### src/source/breaker_pkg.sv
package breaker_pkg;

        // Coded block layout: sync header in the two top bits, payload below.
        localparam int NB_CODED_BLOCK = 66;
        localparam int NB_PAYLOAD     = 64;
        localparam int NB_SYNC        = 2;
        localparam int NB_BLOCK_TYPE  = 8;
        localparam int NB_CTRL_DATA   = NB_PAYLOAD - NB_BLOCK_TYPE;

        // Error schedule limits and counter widths.
        localparam int MAX_ERR_BURST  = 200;
        localparam int MAX_ERR_PERIOD = 400;
        localparam int MAX_ERR_REPEAT = 100;
        localparam int NB_BURST_CNT   = $clog2(MAX_ERR_BURST);
        localparam int NB_PERIOD_CNT  = $clog2(MAX_ERR_PERIOD);
        localparam int NB_REPEAT_CNT  = $clog2(MAX_ERR_REPEAT);

        // One-hot injection modes.
        localparam int N_MODES = 4;
        localparam logic [N_MODES-1:0] MODE_ALIN = 4'b0001;
        localparam logic [N_MODES-1:0] MODE_CTRL = 4'b0010;
        localparam logic [N_MODES-1:0] MODE_DATA = 4'b0100;
        localparam logic [N_MODES-1:0] MODE_ALL  = 4'b1000;

        // Sync header codes.
        localparam logic [NB_SYNC-1:0] SYNC_DATA = 2'b01;
        localparam logic [NB_SYNC-1:0] SYNC_CTRL = 2'b10;

        // Block class codes as seen by the aligner.
        localparam int NB_CLASS = 2;
        localparam logic [NB_CLASS-1:0] CLASS_OTHER = 2'b00;
        localparam logic [NB_CLASS-1:0] CLASS_DATA  = 2'b01;
        localparam logic [NB_CLASS-1:0] CLASS_CTRL  = 2'b10;
        localparam logic [NB_CLASS-1:0] CLASS_ALIN  = 2'b11;

        typedef struct packed
        {
                logic [NB_BLOCK_TYPE-1:0] block_type;
                logic [NB_CTRL_DATA-1:0]  ctrl_payload;
        } ctrl_word_t;

        // Payload seen either as plain data or as a control word.
        typedef union packed
        {
                logic [NB_PAYLOAD-1:0] data_word;
                ctrl_word_t            ctrl_word;
        } payload_u;

endpackage

### src/source/block_classifier.sv
`timescale 1ns/1ps

module block_classifier
(
        input  logic                                    i_clock,
        input  logic                                    i_rst,
        input  logic                                    i_valid,
        input  logic                                    i_aligner_tag,
        input  logic [breaker_pkg::NB_CODED_BLOCK-1:0]  i_data,
        output logic                                    o_valid,
        output logic                                    o_aligner_tag,
        output logic [breaker_pkg::NB_CODED_BLOCK-1:0]  o_data,
        output logic [breaker_pkg::NB_CLASS-1:0]        o_class
);

        import breaker_pkg::*;

        logic [NB_SYNC-1:0]  sync;
        logic [NB_CLASS-1:0] blk_class;

        assign sync = i_data[NB_CODED_BLOCK-1 -: NB_SYNC];

        // Tagged blocks are alignment markers whatever their header.
        always_comb
        begin
                if (i_aligner_tag)
                begin
                        blk_class = CLASS_ALIN;
                end
                else
                begin
                        case (sync)
                                SYNC_CTRL: blk_class = CLASS_CTRL;
                                SYNC_DATA: blk_class = CLASS_DATA;
                                default:   blk_class = CLASS_OTHER;
                        endcase
                end
        end

        always_ff @(posedge i_clock)
        begin
                if (i_rst)
                begin
                        o_valid <= 1'b0;
                end
                else
                begin
                        o_valid <= i_valid;
                end
        end

        always_ff @(posedge i_clock)
        begin
                o_data        <= i_data;
                o_aligner_tag <= i_aligner_tag;
                o_class       <= blk_class;
        end

        // Class and tag must leave the stage together.
        a_alin_needs_tag: assert property (@(posedge i_clock) disable iff (i_rst)
                o_valid |-> !((o_class == CLASS_ALIN) && !o_aligner_tag));

endmodule

### src/source/error_scheduler.sv
`timescale 1ns/1ps

module error_scheduler
(
        input  logic                                    i_clock,
        input  logic                                    i_rst,
        input  logic                                    i_valid,
        input  logic                                    i_rf_update,
        input  logic [breaker_pkg::NB_BURST_CNT-1:0]    i_rf_error_burst,
        input  logic [breaker_pkg::NB_PERIOD_CNT-1:0]   i_rf_error_period,
        input  logic [breaker_pkg::NB_REPEAT_CNT-1:0]   i_rf_error_repeat,
        output logic                                    o_inject
);

        import breaker_pkg::*;

        logic [NB_BURST_CNT-1:0]  burst_q;
        logic [NB_PERIOD_CNT-1:0] period_q;
        logic [NB_REPEAT_CNT-1:0] repeat_q;
        logic [NB_PERIOD_CNT-1:0] index_q;
        logic [NB_REPEAT_CNT-1:0] period_cnt_q;

        logic [NB_BURST_CNT-1:0]  cur_burst;
        logic [NB_PERIOD_CNT-1:0] cur_period;
        logic [NB_REPEAT_CNT-1:0] cur_repeat;
        logic [NB_PERIOD_CNT-1:0] cur_index;
        logic [NB_REPEAT_CNT-1:0] cur_period_cnt;
        logic [NB_PERIOD_CNT-1:0] index_inc;
        logic                     mark;

        // An update applies to the block of the same cycle, from k = 0.
        assign cur_burst      = i_rf_update ? i_rf_error_burst  : burst_q;
        assign cur_period     = i_rf_update ? i_rf_error_period : period_q;
        assign cur_repeat     = i_rf_update ? i_rf_error_repeat : repeat_q;
        assign cur_index      = i_rf_update ? '0 : index_q;
        assign cur_period_cnt = i_rf_update ? '0 : period_cnt_q;

        assign index_inc = cur_index + NB_PERIOD_CNT'(1);

        // Index below both burst and period covers the min rule and P = 0.
        assign mark = i_valid
                   && (cur_index < NB_PERIOD_CNT'(cur_burst))
                   && (cur_index < cur_period)
                   && (cur_period_cnt < cur_repeat);

        always_ff @(posedge i_clock)
        begin
                if (i_rst)
                begin
                        burst_q      <= '0;
                        period_q     <= '0;
                        repeat_q     <= '0;
                        index_q      <= '0;
                        period_cnt_q <= '0;
                        o_inject     <= 1'b0;
                end
                else
                begin
                        burst_q  <= cur_burst;
                        period_q <= cur_period;
                        repeat_q <= cur_repeat;
                        if (i_valid)
                        begin
                                // With P = 0 the index stays parked at zero.
                                if (index_inc >= cur_period)
                                begin
                                        index_q <= '0;
                                        if (cur_period_cnt < cur_repeat)
                                        begin
                                                period_cnt_q <= cur_period_cnt
                                                                + NB_REPEAT_CNT'(1);
                                        end
                                        else
                                        begin
                                                period_cnt_q <= cur_period_cnt;
                                        end
                                end
                                else
                                begin
                                        index_q      <= index_inc;
                                        period_cnt_q <= cur_period_cnt;
                                end
                        end
                        else
                        begin
                                index_q      <= cur_index;
                                period_cnt_q <= cur_period_cnt;
                        end
                        o_inject <= mark;
                end
        end

        a_index_in_period: assert property (@(posedge i_clock) disable iff (i_rst)
                (period_q != '0) |-> (index_q < period_q));

        // Idle cycles never produce a mark one cycle later.
        a_no_inject_on_gap: assert property (@(posedge i_clock) disable iff (i_rst)
                !i_valid |=> !o_inject);

endmodule

### src/source/payload_corruptor.sv
`timescale 1ns/1ps

module payload_corruptor
(
        input  logic                                    i_clock,
        input  logic                                    i_rst,
        input  logic                                    i_valid,
        input  logic                                    i_rf_update,
        input  logic [breaker_pkg::N_MODES-1:0]         i_rf_mode,
        input  logic [breaker_pkg::NB_PAYLOAD-1:0]      i_rf_error_mask,
        input  logic                                    i_inject,
        input  logic [breaker_pkg::NB_CLASS-1:0]        i_class,
        input  logic                                    i_aligner_tag,
        input  logic [breaker_pkg::NB_CODED_BLOCK-1:0]  i_data,
        output logic                                    o_valid,
        output logic                                    o_aligner_tag,
        output logic [breaker_pkg::NB_CODED_BLOCK-1:0]  o_data
);

        import breaker_pkg::*;

        logic [N_MODES-1:0]    mode_q;
        logic [NB_PAYLOAD-1:0] mask_q;
        logic                  class_hit;
        payload_u              payload_in;
        payload_u              payload_out;

        assign payload_in = i_data[NB_PAYLOAD-1:0];

        always_comb
        begin
                case (mode_q)
                        MODE_ALIN: class_hit = (i_class == CLASS_ALIN);
                        MODE_CTRL: class_hit = (i_class == CLASS_CTRL);
                        MODE_DATA: class_hit = (i_class == CLASS_DATA);
                        MODE_ALL:  class_hit = 1'b1;
                        default:   class_hit = 1'b0;
                endcase
        end

        // Control blocks keep their block type byte.
        always_comb
        begin
                payload_out = payload_in;
                if (i_inject && class_hit)
                begin
                        if (i_class == CLASS_CTRL)
                        begin
                                payload_out.ctrl_word.ctrl_payload =
                                        payload_in.ctrl_word.ctrl_payload
                                        ^ mask_q[NB_CTRL_DATA-1:0];
                        end
                        else
                        begin
                                payload_out.data_word = payload_in.data_word ^ mask_q;
                        end
                end
        end

        always_ff @(posedge i_clock)
        begin
                if (i_rst)
                begin
                        mode_q  <= '0;
                        mask_q  <= '0;
                        o_valid <= 1'b0;
                end
                else
                begin
                        if (i_rf_update)
                        begin
                                mode_q <= i_rf_mode;
                                mask_q <= i_rf_error_mask;
                        end
                        o_valid <= i_valid;
                end
        end

        always_ff @(posedge i_clock)
        begin
                o_data        <= {i_data[NB_CODED_BLOCK-1 -: NB_SYNC], payload_out};
                o_aligner_tag <= i_aligner_tag;
        end

        a_sync_kept: assert property (@(posedge i_clock) disable iff (i_rst)
                i_valid |=> (o_data[NB_CODED_BLOCK-1 -: NB_SYNC]
                             == $past(i_data[NB_CODED_BLOCK-1 -: NB_SYNC])));

endmodule

### src/source/payload_breaker.sv
`timescale 1ns/1ps

module payload_breaker
(
        input  logic                                    i_clock,
        input  logic                                    i_rst,
        input  logic                                    i_valid,
        input  logic                                    i_aligner_tag,
        input  logic [breaker_pkg::NB_CODED_BLOCK-1:0]  i_data,
        input  logic [breaker_pkg::N_MODES-1:0]         i_rf_mode,
        input  logic [breaker_pkg::NB_PAYLOAD-1:0]      i_rf_error_mask,
        input  logic [breaker_pkg::NB_BURST_CNT-1:0]    i_rf_error_burst,
        input  logic [breaker_pkg::NB_PERIOD_CNT-1:0]   i_rf_error_period,
        input  logic [breaker_pkg::NB_REPEAT_CNT-1:0]   i_rf_error_repeat,
        input  logic                                    i_rf_update,
        output logic                                    o_valid,
        output logic [breaker_pkg::NB_CODED_BLOCK-1:0]  o_data,
        output logic                                    o_aligner_tag
);

        import breaker_pkg::*;

        logic                      s1_valid;
        logic [NB_CODED_BLOCK-1:0] s1_data;
        logic                      s1_tag;
        logic [NB_CLASS-1:0]       s1_class;
        logic                      s1_inject;

        block_classifier u_block_classifier
        (
                .i_clock        (i_clock),
                .i_rst          (i_rst),
                .i_valid        (i_valid),
                .i_aligner_tag  (i_aligner_tag),
                .i_data         (i_data),
                .o_valid        (s1_valid),
                .o_aligner_tag  (s1_tag),
                .o_data         (s1_data),
                .o_class        (s1_class)
        );

        // Works on the input cycle so its mark lines up with stage 1.
        error_scheduler u_error_scheduler
        (
                .i_clock            (i_clock),
                .i_rst              (i_rst),
                .i_valid            (i_valid),
                .i_rf_update        (i_rf_update),
                .i_rf_error_burst   (i_rf_error_burst),
                .i_rf_error_period  (i_rf_error_period),
                .i_rf_error_repeat  (i_rf_error_repeat),
                .o_inject           (s1_inject)
        );

        payload_corruptor u_payload_corruptor
        (
                .i_clock          (i_clock),
                .i_rst            (i_rst),
                .i_valid          (s1_valid),
                .i_rf_update      (i_rf_update),
                .i_rf_mode        (i_rf_mode),
                .i_rf_error_mask  (i_rf_error_mask),
                .i_inject         (s1_inject),
                .i_class          (s1_class),
                .i_aligner_tag    (s1_tag),
                .i_data           (s1_data),
                .o_valid          (o_valid),
                .o_aligner_tag    (o_aligner_tag),
                .o_data           (o_data)
        );

endmodule

### config.mk
export PLATFORM = sky130hd
export DESIGN_NAME = payload_breaker
export DESIGN_NICKNAME = d
export VERILOG_FILES = /design/src/source/breaker_pkg.sv /design/src/source/block_classifier.sv /design/src/source/error_scheduler.sv /design/src/source/payload_corruptor.sv /design/src/source/payload_breaker.sv
export SDC_FILE = /design/constraint.sdc
export NUM_CORES = 1
export LEC_CHECK = 0
export BUFFER_PORTS_ARGS = -buffer_cell sky130_fd_sc_hd__buf_2
export CORE_ASPECT_RATIO = 0.6
export CORE_MARGIN = 4
export CORE_UTILIZATION = 25
export DETAILED_ROUTE_END_ITERATION = 8
export HOLD_SLACK_MARGIN = 0.08
export PLACE_DENSITY_LB_ADDON = 0.15
export SYNTH_ARGS = -nofsm -noshare
export SYNTH_HDL_FRONTEND = slang
export SYNTH_SLANG_ARGS = --single-unit
### constraint.sdc
create_clock -name i_clock -period 9.4 [get_ports i_clock]
set_input_delay 0.47 -clock i_clock [delete_from_list [all_inputs] [get_ports i_clock]]
set_output_delay 0.47 -clock i_clock [all_outputs]
set_load 0.05 [all_outputs]
# Yosys cells after proc, flatten, opt, wreduce, memory -nomap -nowiden
# Cells that the tools add are included.
# W data, S select, Z words.
# word_totals
reg_bits	247
input_bits	163
wordCells	51
# classes
add_sub_neg	2
n_lt_le_gt_ge	4
eq_ne	9
mux	15
bitwise	2
n_reduce_logical	4
# op_table
op	count
$mux W64	1
$xor A64 B64 Y64	1
$mux W56	1
$xor A56 B56 Y56	1
$mux W9	4
$mux W7	5
$mux W8	2
$add A9 B1 Y9 const B	1
$ge A9 B9 Y1	1
$lt A9 B8 Y1	1
$lt A9 B9 Y1	1
$add A7 B1 Y7 const B	1
$lt A7 B7 Y1	1
$eq A2 B2 Y1 const B	3
$eq A2 B1 Y1 const B	2
$eq A4 B1 Y1 const B	1
$eq A4 B2 Y1 const B	1
$eq A4 B3 Y1 const B	1
$eq A4 B4 Y1 const B	1
$logic_and A1 B1 Y1	4
$pmux W1 S4	1
$pmux W2 S2	1

# Logic depth before layout (Yosys ltp)
# Gate-level depths: netlist (run 1).
# depth
depth_word	5
depth_mapped	16
depth_no_buf	13

# Modules after synthesis
# A second synthesis (run 1) with hierarchy kept.
# hier_totals
hier_cells	791
area_unflattened_um2	8652.0
# by_module_without_submodules
module	n_inst	cells_each	area_per_inst_um2
payload_corruptor	1	440	4802.1
error_scheduler	1	277	2423.6
block_classifier	1	74	1426.4

# Worst setup path before layout (run 1)
# No wires, ideal clock.
# synth_path
kind	input port to flip-flop
start	in i_rf_update
end	reg u_error_scheduler.period_cnt_q[5]
setup_ps	71
t_arrival_ps	3238
slack_ps	6092
stages	16
path_buffers	3
path_cell_list	clkbuf_1 clkbuf_1 nor2b_1 ha_1 nand4_1 nor2_1 nand3_1 xnor2_1 ha_1 nand4_1 nor2_1 o2bb2ai_1 o21bai_1 clkbuf_1 or3_1 a21oi_1
# synth_between
elab_chain_cells	5
elab_cells_between_ends	11
cone_classes	2 x add/sub; 2 x order compare; 7 x mux
# synth_rtl
item	line	source
start, declared	payload_breaker.sv:15	input logic i_rf_update,
$mux W9 (tied with other cells)	error_scheduler.sv:35	assign cur_index = i_rf_update ? '0 : index_q;
$add A9 B1 Y9 (tied with other cells)	error_scheduler.sv:38	assign index_inc = cur_index + NB_PERIOD_CNT'(1);
$ge A9 B9 Y1 or $mux W7 (tied branches)	error_scheduler.sv:65, error_scheduler.sv:68	
$mux W7	error_scheduler.sv:65	if (index_inc >= cur_period)
$mux W7 *	error_scheduler.sv:62	if (i_valid)
end signal, assigned	error_scheduler.sv:70	period_cnt_q <= cur_period_cnt
end signal, assigned	error_scheduler.sv:75	period_cnt_q <= cur_period_cnt;
end signal, assigned	error_scheduler.sv:81	period_cnt_q <= cur_period_cnt;
end, declared	error_scheduler.sv:21	logic [NB_REPEAT_CNT-1:0] period_cnt_q;
# Every way passes the cells marked *; elsewhere a longest branch is shown, timed or not.
# A chain may end at the register's enable or synchronous reset.

# Worst setup path after layout (run 1)
# layout_path
start	reg u_error_scheduler.index_q[0]
end	reg u_error_scheduler.period_cnt_q[1]
# layout_between
elab_chain_cells	5
# layout_rtl
item	line	source
start, declared	error_scheduler.sv:20	logic [NB_PERIOD_CNT-1:0] index_q;
start signal, assigned	error_scheduler.sv:80	index_q <= index_inc;
start signal, assigned	error_scheduler.sv:86	index_q <= cur_index;
$mux W9	error_scheduler.sv:35	
$add A9 B1 Y9	error_scheduler.sv:38	
$ge A9 B9 Y1	error_scheduler.sv:65	
$mux W7	error_scheduler.sv:65	
$mux W7	error_scheduler.sv:62	
# No other way between the ends.

==> run metrics, run 1 <==
RR Startpoint u_error_scheduler.index_q[0]; Placement Setup Slack 5.24 ns; PD cells 206 mW/mm²; cell chain of the critical path nor2b_1 -> ha_1 -> nand4_1 -> nor2_1 -> nand3_1 -> xnor2_1 -> ha_1 -> nand4_1 -> nor2_1 -> o2bb2ai_1 -> o21bai_1 -> mux2i_1 -> nor2_1; critical path startpoint category register; CTS Buf Count 26; Synth area leader dfxtp_1; FF-to-FF setup slack 5.91 ns; Netlist cell types 42; GPL Wtd Cong 0.761; slew margin rel. 39.3%; initial DRC count 278; final hold violations 0; kind of cell adding the most delay to the critical path simple AND/OR/NAND/NOR gates; # nets final 1272; crit share post-route 37.1%; commonest non-fill, non-tap cell in the layout dfxtp_1; max layer used met5; crit path launch u_error_scheduler.index_q[0]; Worst Skew 0.0157 ns; element type at the critical path end register; Max FO, Critical Path 12; post-synthesis sequential area ratio 57.5%; CTS H-tree depth 1; IO buf count 230; Starting Density 25.4%; max-cap violations 0; num rows 52; # setup viols final 0; post-synth top area share 57.5%; CP max-delay cell o21bai_1; Top Ports 231; Final Critical Period 3.49 ns; dominant cells by area after synthesis dfxtp_1 (57%), mux2i_1 (11%), xnor2_1 (6.6%), ha_1 (4.8%), nor2_1 (4.6%); Buf+Inv Stages, Crit Path 0; CP arrival 3.89 ns; Die H 152 µm; Req. time, crit path 9.80 ns; maximum vdd drop 0.135 mV; final cell count without fillers 1554; cell mode on critical path nor2_1; largest net degree at the start of global routing 71; syn_nets 976; number of synthesized register bits 247; Fill cells 3483; Vias 6075; DR WL/cell 14.0 µm; initial antenna violation count 5; DP HPWL 14900 µm; vias in the first global route 6119; Die W 248 µm; CP max stage delay 0.69 ns; Clock Sinks 247; Setup TNS 0 ns; layout cells sized above 1 26.5%; Ys Warns 0; cell count after synthesis 780; worst-case clock buffer depth 3; Die ar. 0.0375 mm²; CP Class reg2reg; crit path to u_error_scheduler.period_cnt_q[1]; Mapped Area 0.00860 mm²; final worst slack 5.91 ns; via density per instance 3.91; Crit Reg-Reg Endpoint u_error_scheduler.period_cnt_q[1]; clock latency on the worst-skew pair 0.54 ns; RSZ-0062 raised after global routing false; drt drc 0; DRT Pass-1 Iters 4; P_leak 5.27 nW; FMAX 287 MHz; Worst Tran Pin Value 0.911 ns; GRT Overall Usage 11.3%; Levels on crit path 13; wire length on met1 11000 µm; clk root buf clkbuf_16; final WL 21700 µm; syn avg cell area 11.0 µm²; TritonCTS clock tree done; Placed Cells 1440; met2 WL 8680 µm; post-layout power 0.00242 W; Syn-to-layout area delta 36.2%; commonest non-fill, non-tap cells in the layout dfxtp_1 (247), buf_2 (228), nor2_1 (106); post-route ant nets 0; clock transition at the registers of the reported paths 0.06 ns; status completed; hold crit path type in2reg; first-pass GRT wire length 33800 µm; Routed met3 length 1500 µm; CTS resizes 0; total gr overflow 0; Placeable Area 0.0338 mm²; fin. max-slew vios 0; post-layout util 34.6%; Reg2Reg Depth 13
-- worst min-delay path by stage --
stage,from,to,slack [ns],cells after the start
floorplan,u_block_classifier.o_aligner_tag,u_payload_corruptor.o_aligner_tag,0.31,0
global placement,u_block_classifier.o_data[65],u_payload_corruptor.o_data[65],0.31,0
detailed placement,u_block_classifier.o_data[65],u_payload_corruptor.o_data[65],0.31,0
CTS,i_rf_mode[0],u_payload_corruptor.mode_q[0],0.14,3
global route,i_rf_error_mask[29],u_payload_corruptor.mask_q[29],0.14,3
finish,i_rf_error_mask[23],u_payload_corruptor.mask_q[23],0.16,3
-- sequential cells by signal, summed over array words and instances, names as in the netlist, 2 cells and up --
signal and count:
u_error_scheduler.period_cnt_q 7, u_block_classifier.o_data 66, u_block_classifier.o_class 2, u_payload_corruptor.mask_q 64, u_error_scheduler.index_q 9, u_error_scheduler.repeat_q 7, u_error_scheduler.period_q 9, u_error_scheduler.burst_q 8
u_payload_corruptor.mode_q 4, u_payload_corruptor.o_data 66
-- where the power goes --
group          switching, W  internal [W]  total, W
Sequential        0.0000232       0.00111   0.00113
Combinational      0.000153      0.000105  0.000258
Clock              0.000417      0.000612   0.00103
Total              0.000593       0.00182   0.00242
-- final cells by class --
type                       instances  area (µm²)  share of cell area, %
antenna                            1        2.50                 0.0213
clock buffer                      40         764                   6.52
clock inverter                     6        85.1                  0.726
inverter                          12        45.0                  0.384
multi-input combinational        489        3450                   29.5
sequential                       247        4940                   42.2
tap                              459         574                   4.90
timing repair buffer             300        1850                   15.8
-- timing repair --
| action | in CTS | in global routing |
|---|---|---|
| endpoints found under the hold margin | 67 | 0 |
| setup buffers | 0 | 0 |
| hold buffers | 67 | 0 |
-- layer usage --
metal	up-vias	global-route usage, %
met4	8	2.82
met5	-	0
li1	3174	-
met3	42	3.59
met1	2706	16.6
met2	145	16.1
-- stage by stage --
stage | area (µm²) | hold slack, ns
global placement | 10200 | 0.311
floorplan | 8600 | 0.310
CTS | 11700 | 0.137
detailed placement | 10200 | 0.314
finish | 11700 | 0.165
global route | 11700 | 0.144
-- worst min-delay path: cells and delay by family --
family,cells,cell delay [ns]
AND/OR/NAND/NOR,1,0.07
multiplexers,1,0.05
buffers and inverters,1,0.07
-- cells in the mapped netlist --
cell type  count
a21o_1         3
and2_1         1
a41oi_1        1
and3_1         3
dfxtp_1      247
nand2_1       61
a41o_1         1
a211oi_1       3
nor2_1       106
or3_1          4
a31oi_1        4
a32o_1         2
inv_1         12
nand3_1       10
a211o_1        2
nor4_1         1
nor3_1         3
o21ai_0       11
clkbuf_1      17
buf_6          4
o2bb2ai_1      1
nand2b_1       9
xnor2_2        6
nor2b_1       21
buf_2         10
a21oi_1       16
xnor2_1       65
ha_1          33
o21a_1         5
or2_2          1
o211ai_1       1
or3b_1         2
mux2i_1       91
o21bai_1       3
a21boi_4       1
o2111ai_1      2
xor2_1         1
nand2_2       10
nand4_1        3
a221oi_2       1
mux2_2         1
buf_8          1
-- logic make-up (layout without fill, tap and decap cells) --
family	count (synthesis)	count (layout)	share of synthesized area, %
xor+xnor	72	72	7.85
compound gates	57	57	4.52
buf+inv	44	358	2.54
flops	247	247	57.5
other cells	0	1	0
simple gates	235	235	12.1
mux	92	92	10.7
fa+ha+maj	33	33	4.80
No activity file was read; power rests on OpenSTA's default activity.
==> run 2, diff against run 1 <==
==> constraint.sdc (replaced) <==
create_clock -name i_clock -period 3.39 [get_ports i_clock]
set_input_delay 0.1695 -clock i_clock [delete_from_list [all_inputs] [get_ports i_clock]]
set_output_delay 0.1695 -clock i_clock [all_outputs]
set_load 0.05 [all_outputs]
==> run 2 against run 1 <==
  * Sequential power rose to 2.8 times the previous value
  * Core utilization increased by 3.4 points
  * Final area is 9.8% higher
  * Combinational power rose to 3.2 times the previous value
  * Clock skew down 0.0053 ns
  * Hold slack worse by 0.044 ns
  * Routed wire length increased by 4.1%
  * First-iteration DRC count is 23% lower
  * Count of clock-buffer cells in the layout down 2
  * Setup slack worse by 5.6 ns
  * Critical path type unchanged
  * Critical endpoint is now u_error_scheduler.period_cnt_q[3]
  * Largest power group unchanged
==> run metrics, run 2 (same netlist as run 1, synthesis figures left out) <==
FF-to-FF setup slack 0.35 ns; Placeable Area 0.0338 mm²; DP HPWL 15300 µm; Die ar. 0.0375 mm²; drt drc 0; CP Class reg2reg; PD cells 517 mW/mm²; worst hold stages 3; maximum vdd drop 0.345 mV; slew margin rel. 63.6%; Setup TNS 0 ns; cell chain of the critical path nor2b_1 -> ha_1 -> nand4_1 -> nor2_2 -> nand3_1 -> xnor2_1 -> ha_1 -> nand4_1 -> nor2_1 -> o2bb2ai_1 -> o21bai_1 -> buf_4 -> or3_1 -> a21oi_1; TritonCTS clock tree done; CP arrival 3.50 ns; Worst Tran Pin Value 0.546 ns; status completed; initial DRC count 215; Vias 6489; first-pass GRT wire length 35100 µm; clock transition at the registers of the reported paths 0.07 ns; element type at the critical path end register; Req. time, crit path 3.85 ns; clock latency on the worst-skew pair 0.52 ns; total gr overflow 0; Syn-to-layout area delta 49.6%; layout cells sized above 1 24.6%; via density per instance 3.87; register area 0.00494 mm²; area of the multi-input gates 0.00345 mm²; hold crit path type in2reg; num rows 52; DRT Pass-1 Iters 4; Post-CTS Setup Repair Bufs 0; P_leak 5.79 nW; CP max-delay cell dfxtp_1; FMAX 329 MHz; DR WL/cell 13.5 µm; Worst Skew 0.0104 ns; GPL Wtd Cong 0.755; max-cap violations 0; post-layout power 0.00666 W; final hold violations 0; RSZ-0062 raised after global routing false; worst hold path endpoint u_error_scheduler.period_q[1]; # nets final 1395; post-route ant nets 0; Fill cells 3389; Crit Reg-Reg Endpoint u_error_scheduler.period_cnt_q[3]; IO buf count 230; largest net degree at the start of global routing 45; commonest non-fill, non-tap cell in the layout dfxtp_1; commonest non-fill, non-tap cells in the layout dfxtp_1 (247), buf_2 (228), dlygate4sd3_1 (182); clk root buf clkbuf_16; worst hold path startpoint i_rf_update; RR Startpoint u_error_scheduler.index_q[0]; initial antenna violation count 1; top flop regs u_block_classifier.o_data (66), u_payload_corruptor.o_data (66), u_payload_corruptor.mask_q (64); worst-case clock buffer depth 3; Reg2Reg Depth 14; CP max stage delay 0.34 ns; final WL 22600 µm; # setup viols final 0; Die H 152 µm; Max FO, Critical Path 12; fin. max-slew vios 0; CTS H-tree depth 1; Top Ports 231; GRT Overall Usage 11.6%; vias in the first global route 6612; Final Critical Period 3.04 ns; Die W 248 µm; CTS Buf Count 25; crit share post-route 89.7%; critical path startpoint category register; Clock Sinks 247; Starting Density 25.4%
==> run 2: cell count changes in the layout (fill, tap and decap cells not counted), sizes merged <==
cell / change
clkbuf: -2
bufinv: -1
buf: +9
clkinv: +2
clkinvlp: -1
dlygate4sd3: +115
==> run 2: worst max-delay path: cells and delay by family, from the launching register on <==
family                   cells  cell delay (ns)
XOR/XNOR                     1             0.16
flip-flops                   1             0.34
AND/OR/NAND/NOR              7             1.25
buffers and inverters        1             0.18
adder cells (fa/ha/maj)      2             0.61
AO/OA/AOI/OAI                3             0.42
==> run 2: where the power goes <==
group          total (W)  internal, W  switching, W
logic           0.000834     0.000385      0.000450
clock network    0.00269      0.00154       0.00115
registers        0.00313      0.00307     0.0000651
total            0.00666      0.00500       0.00167
==> run 2: cell type report <==
class                           count  share of cell area (%)
Tap cell                          459                    4.46
Clock buffer                       38                    5.63
Clock inverter                      6                   0.447
Multi-Input combinational cell    489                    26.8
Inverter                           12                   0.350
Sequential cell                   247                    38.4
Timing Repair Buffer              424                    23.9
Antenna cell                        1                  0.0194
==> run 2: layer usage <==
metal / vias to the layer above / GRT usage (%) / share of wire, %
met5: - / 0 / 0
met1: 2887 / 16.5 / 50
li1: 3423 / - / -
met4: 0 / 2.23 / 1.6
met3: 28 / 3.55 / 6.8
met2: 151 / 17.6 / 42
==> run 2: worst max-delay path by stage <==
stage	start	end	cells past startpoint
floorplan	i_rf_update	u_error_scheduler.period_cnt_q[5]	16
detailed placement	u_error_scheduler.index_q[0]	u_error_scheduler.period_cnt_q[3]	14
global route	u_error_scheduler.index_q[0]	u_error_scheduler.period_cnt_q[3]	14
CTS	u_error_scheduler.index_q[0]	u_error_scheduler.period_cnt_q[4]	14
global placement	u_error_scheduler.index_q[0]	u_error_scheduler.period_cnt_q[4]	14
finish	u_error_scheduler.index_q[0]	u_error_scheduler.period_cnt_q[3]	14
==> run 2: stage by stage <==
step                      cells  setup slack, ns  hold WS (ns)  util, %  cell area (µm²)
after floorplan             780            0.382         0.197        -             8600
after global placement     1449            0.356         0.272     30.3            10300
after detailed placement   1449            0.315         0.273     30.3            10300
after CTS                  1675            0.297        0.0875     38.0            12900
after global routing       1676           0.0741         0.117     38.1            12900
final                      1676            0.348         0.121     38.1            12900
==> run 2: repair_timing <==
action	in CTS	in global routing
hold buffers	182	0
resized for setup	0	1
hold endpoints to repair	169	0
endpoints found under the setup margin	0	1
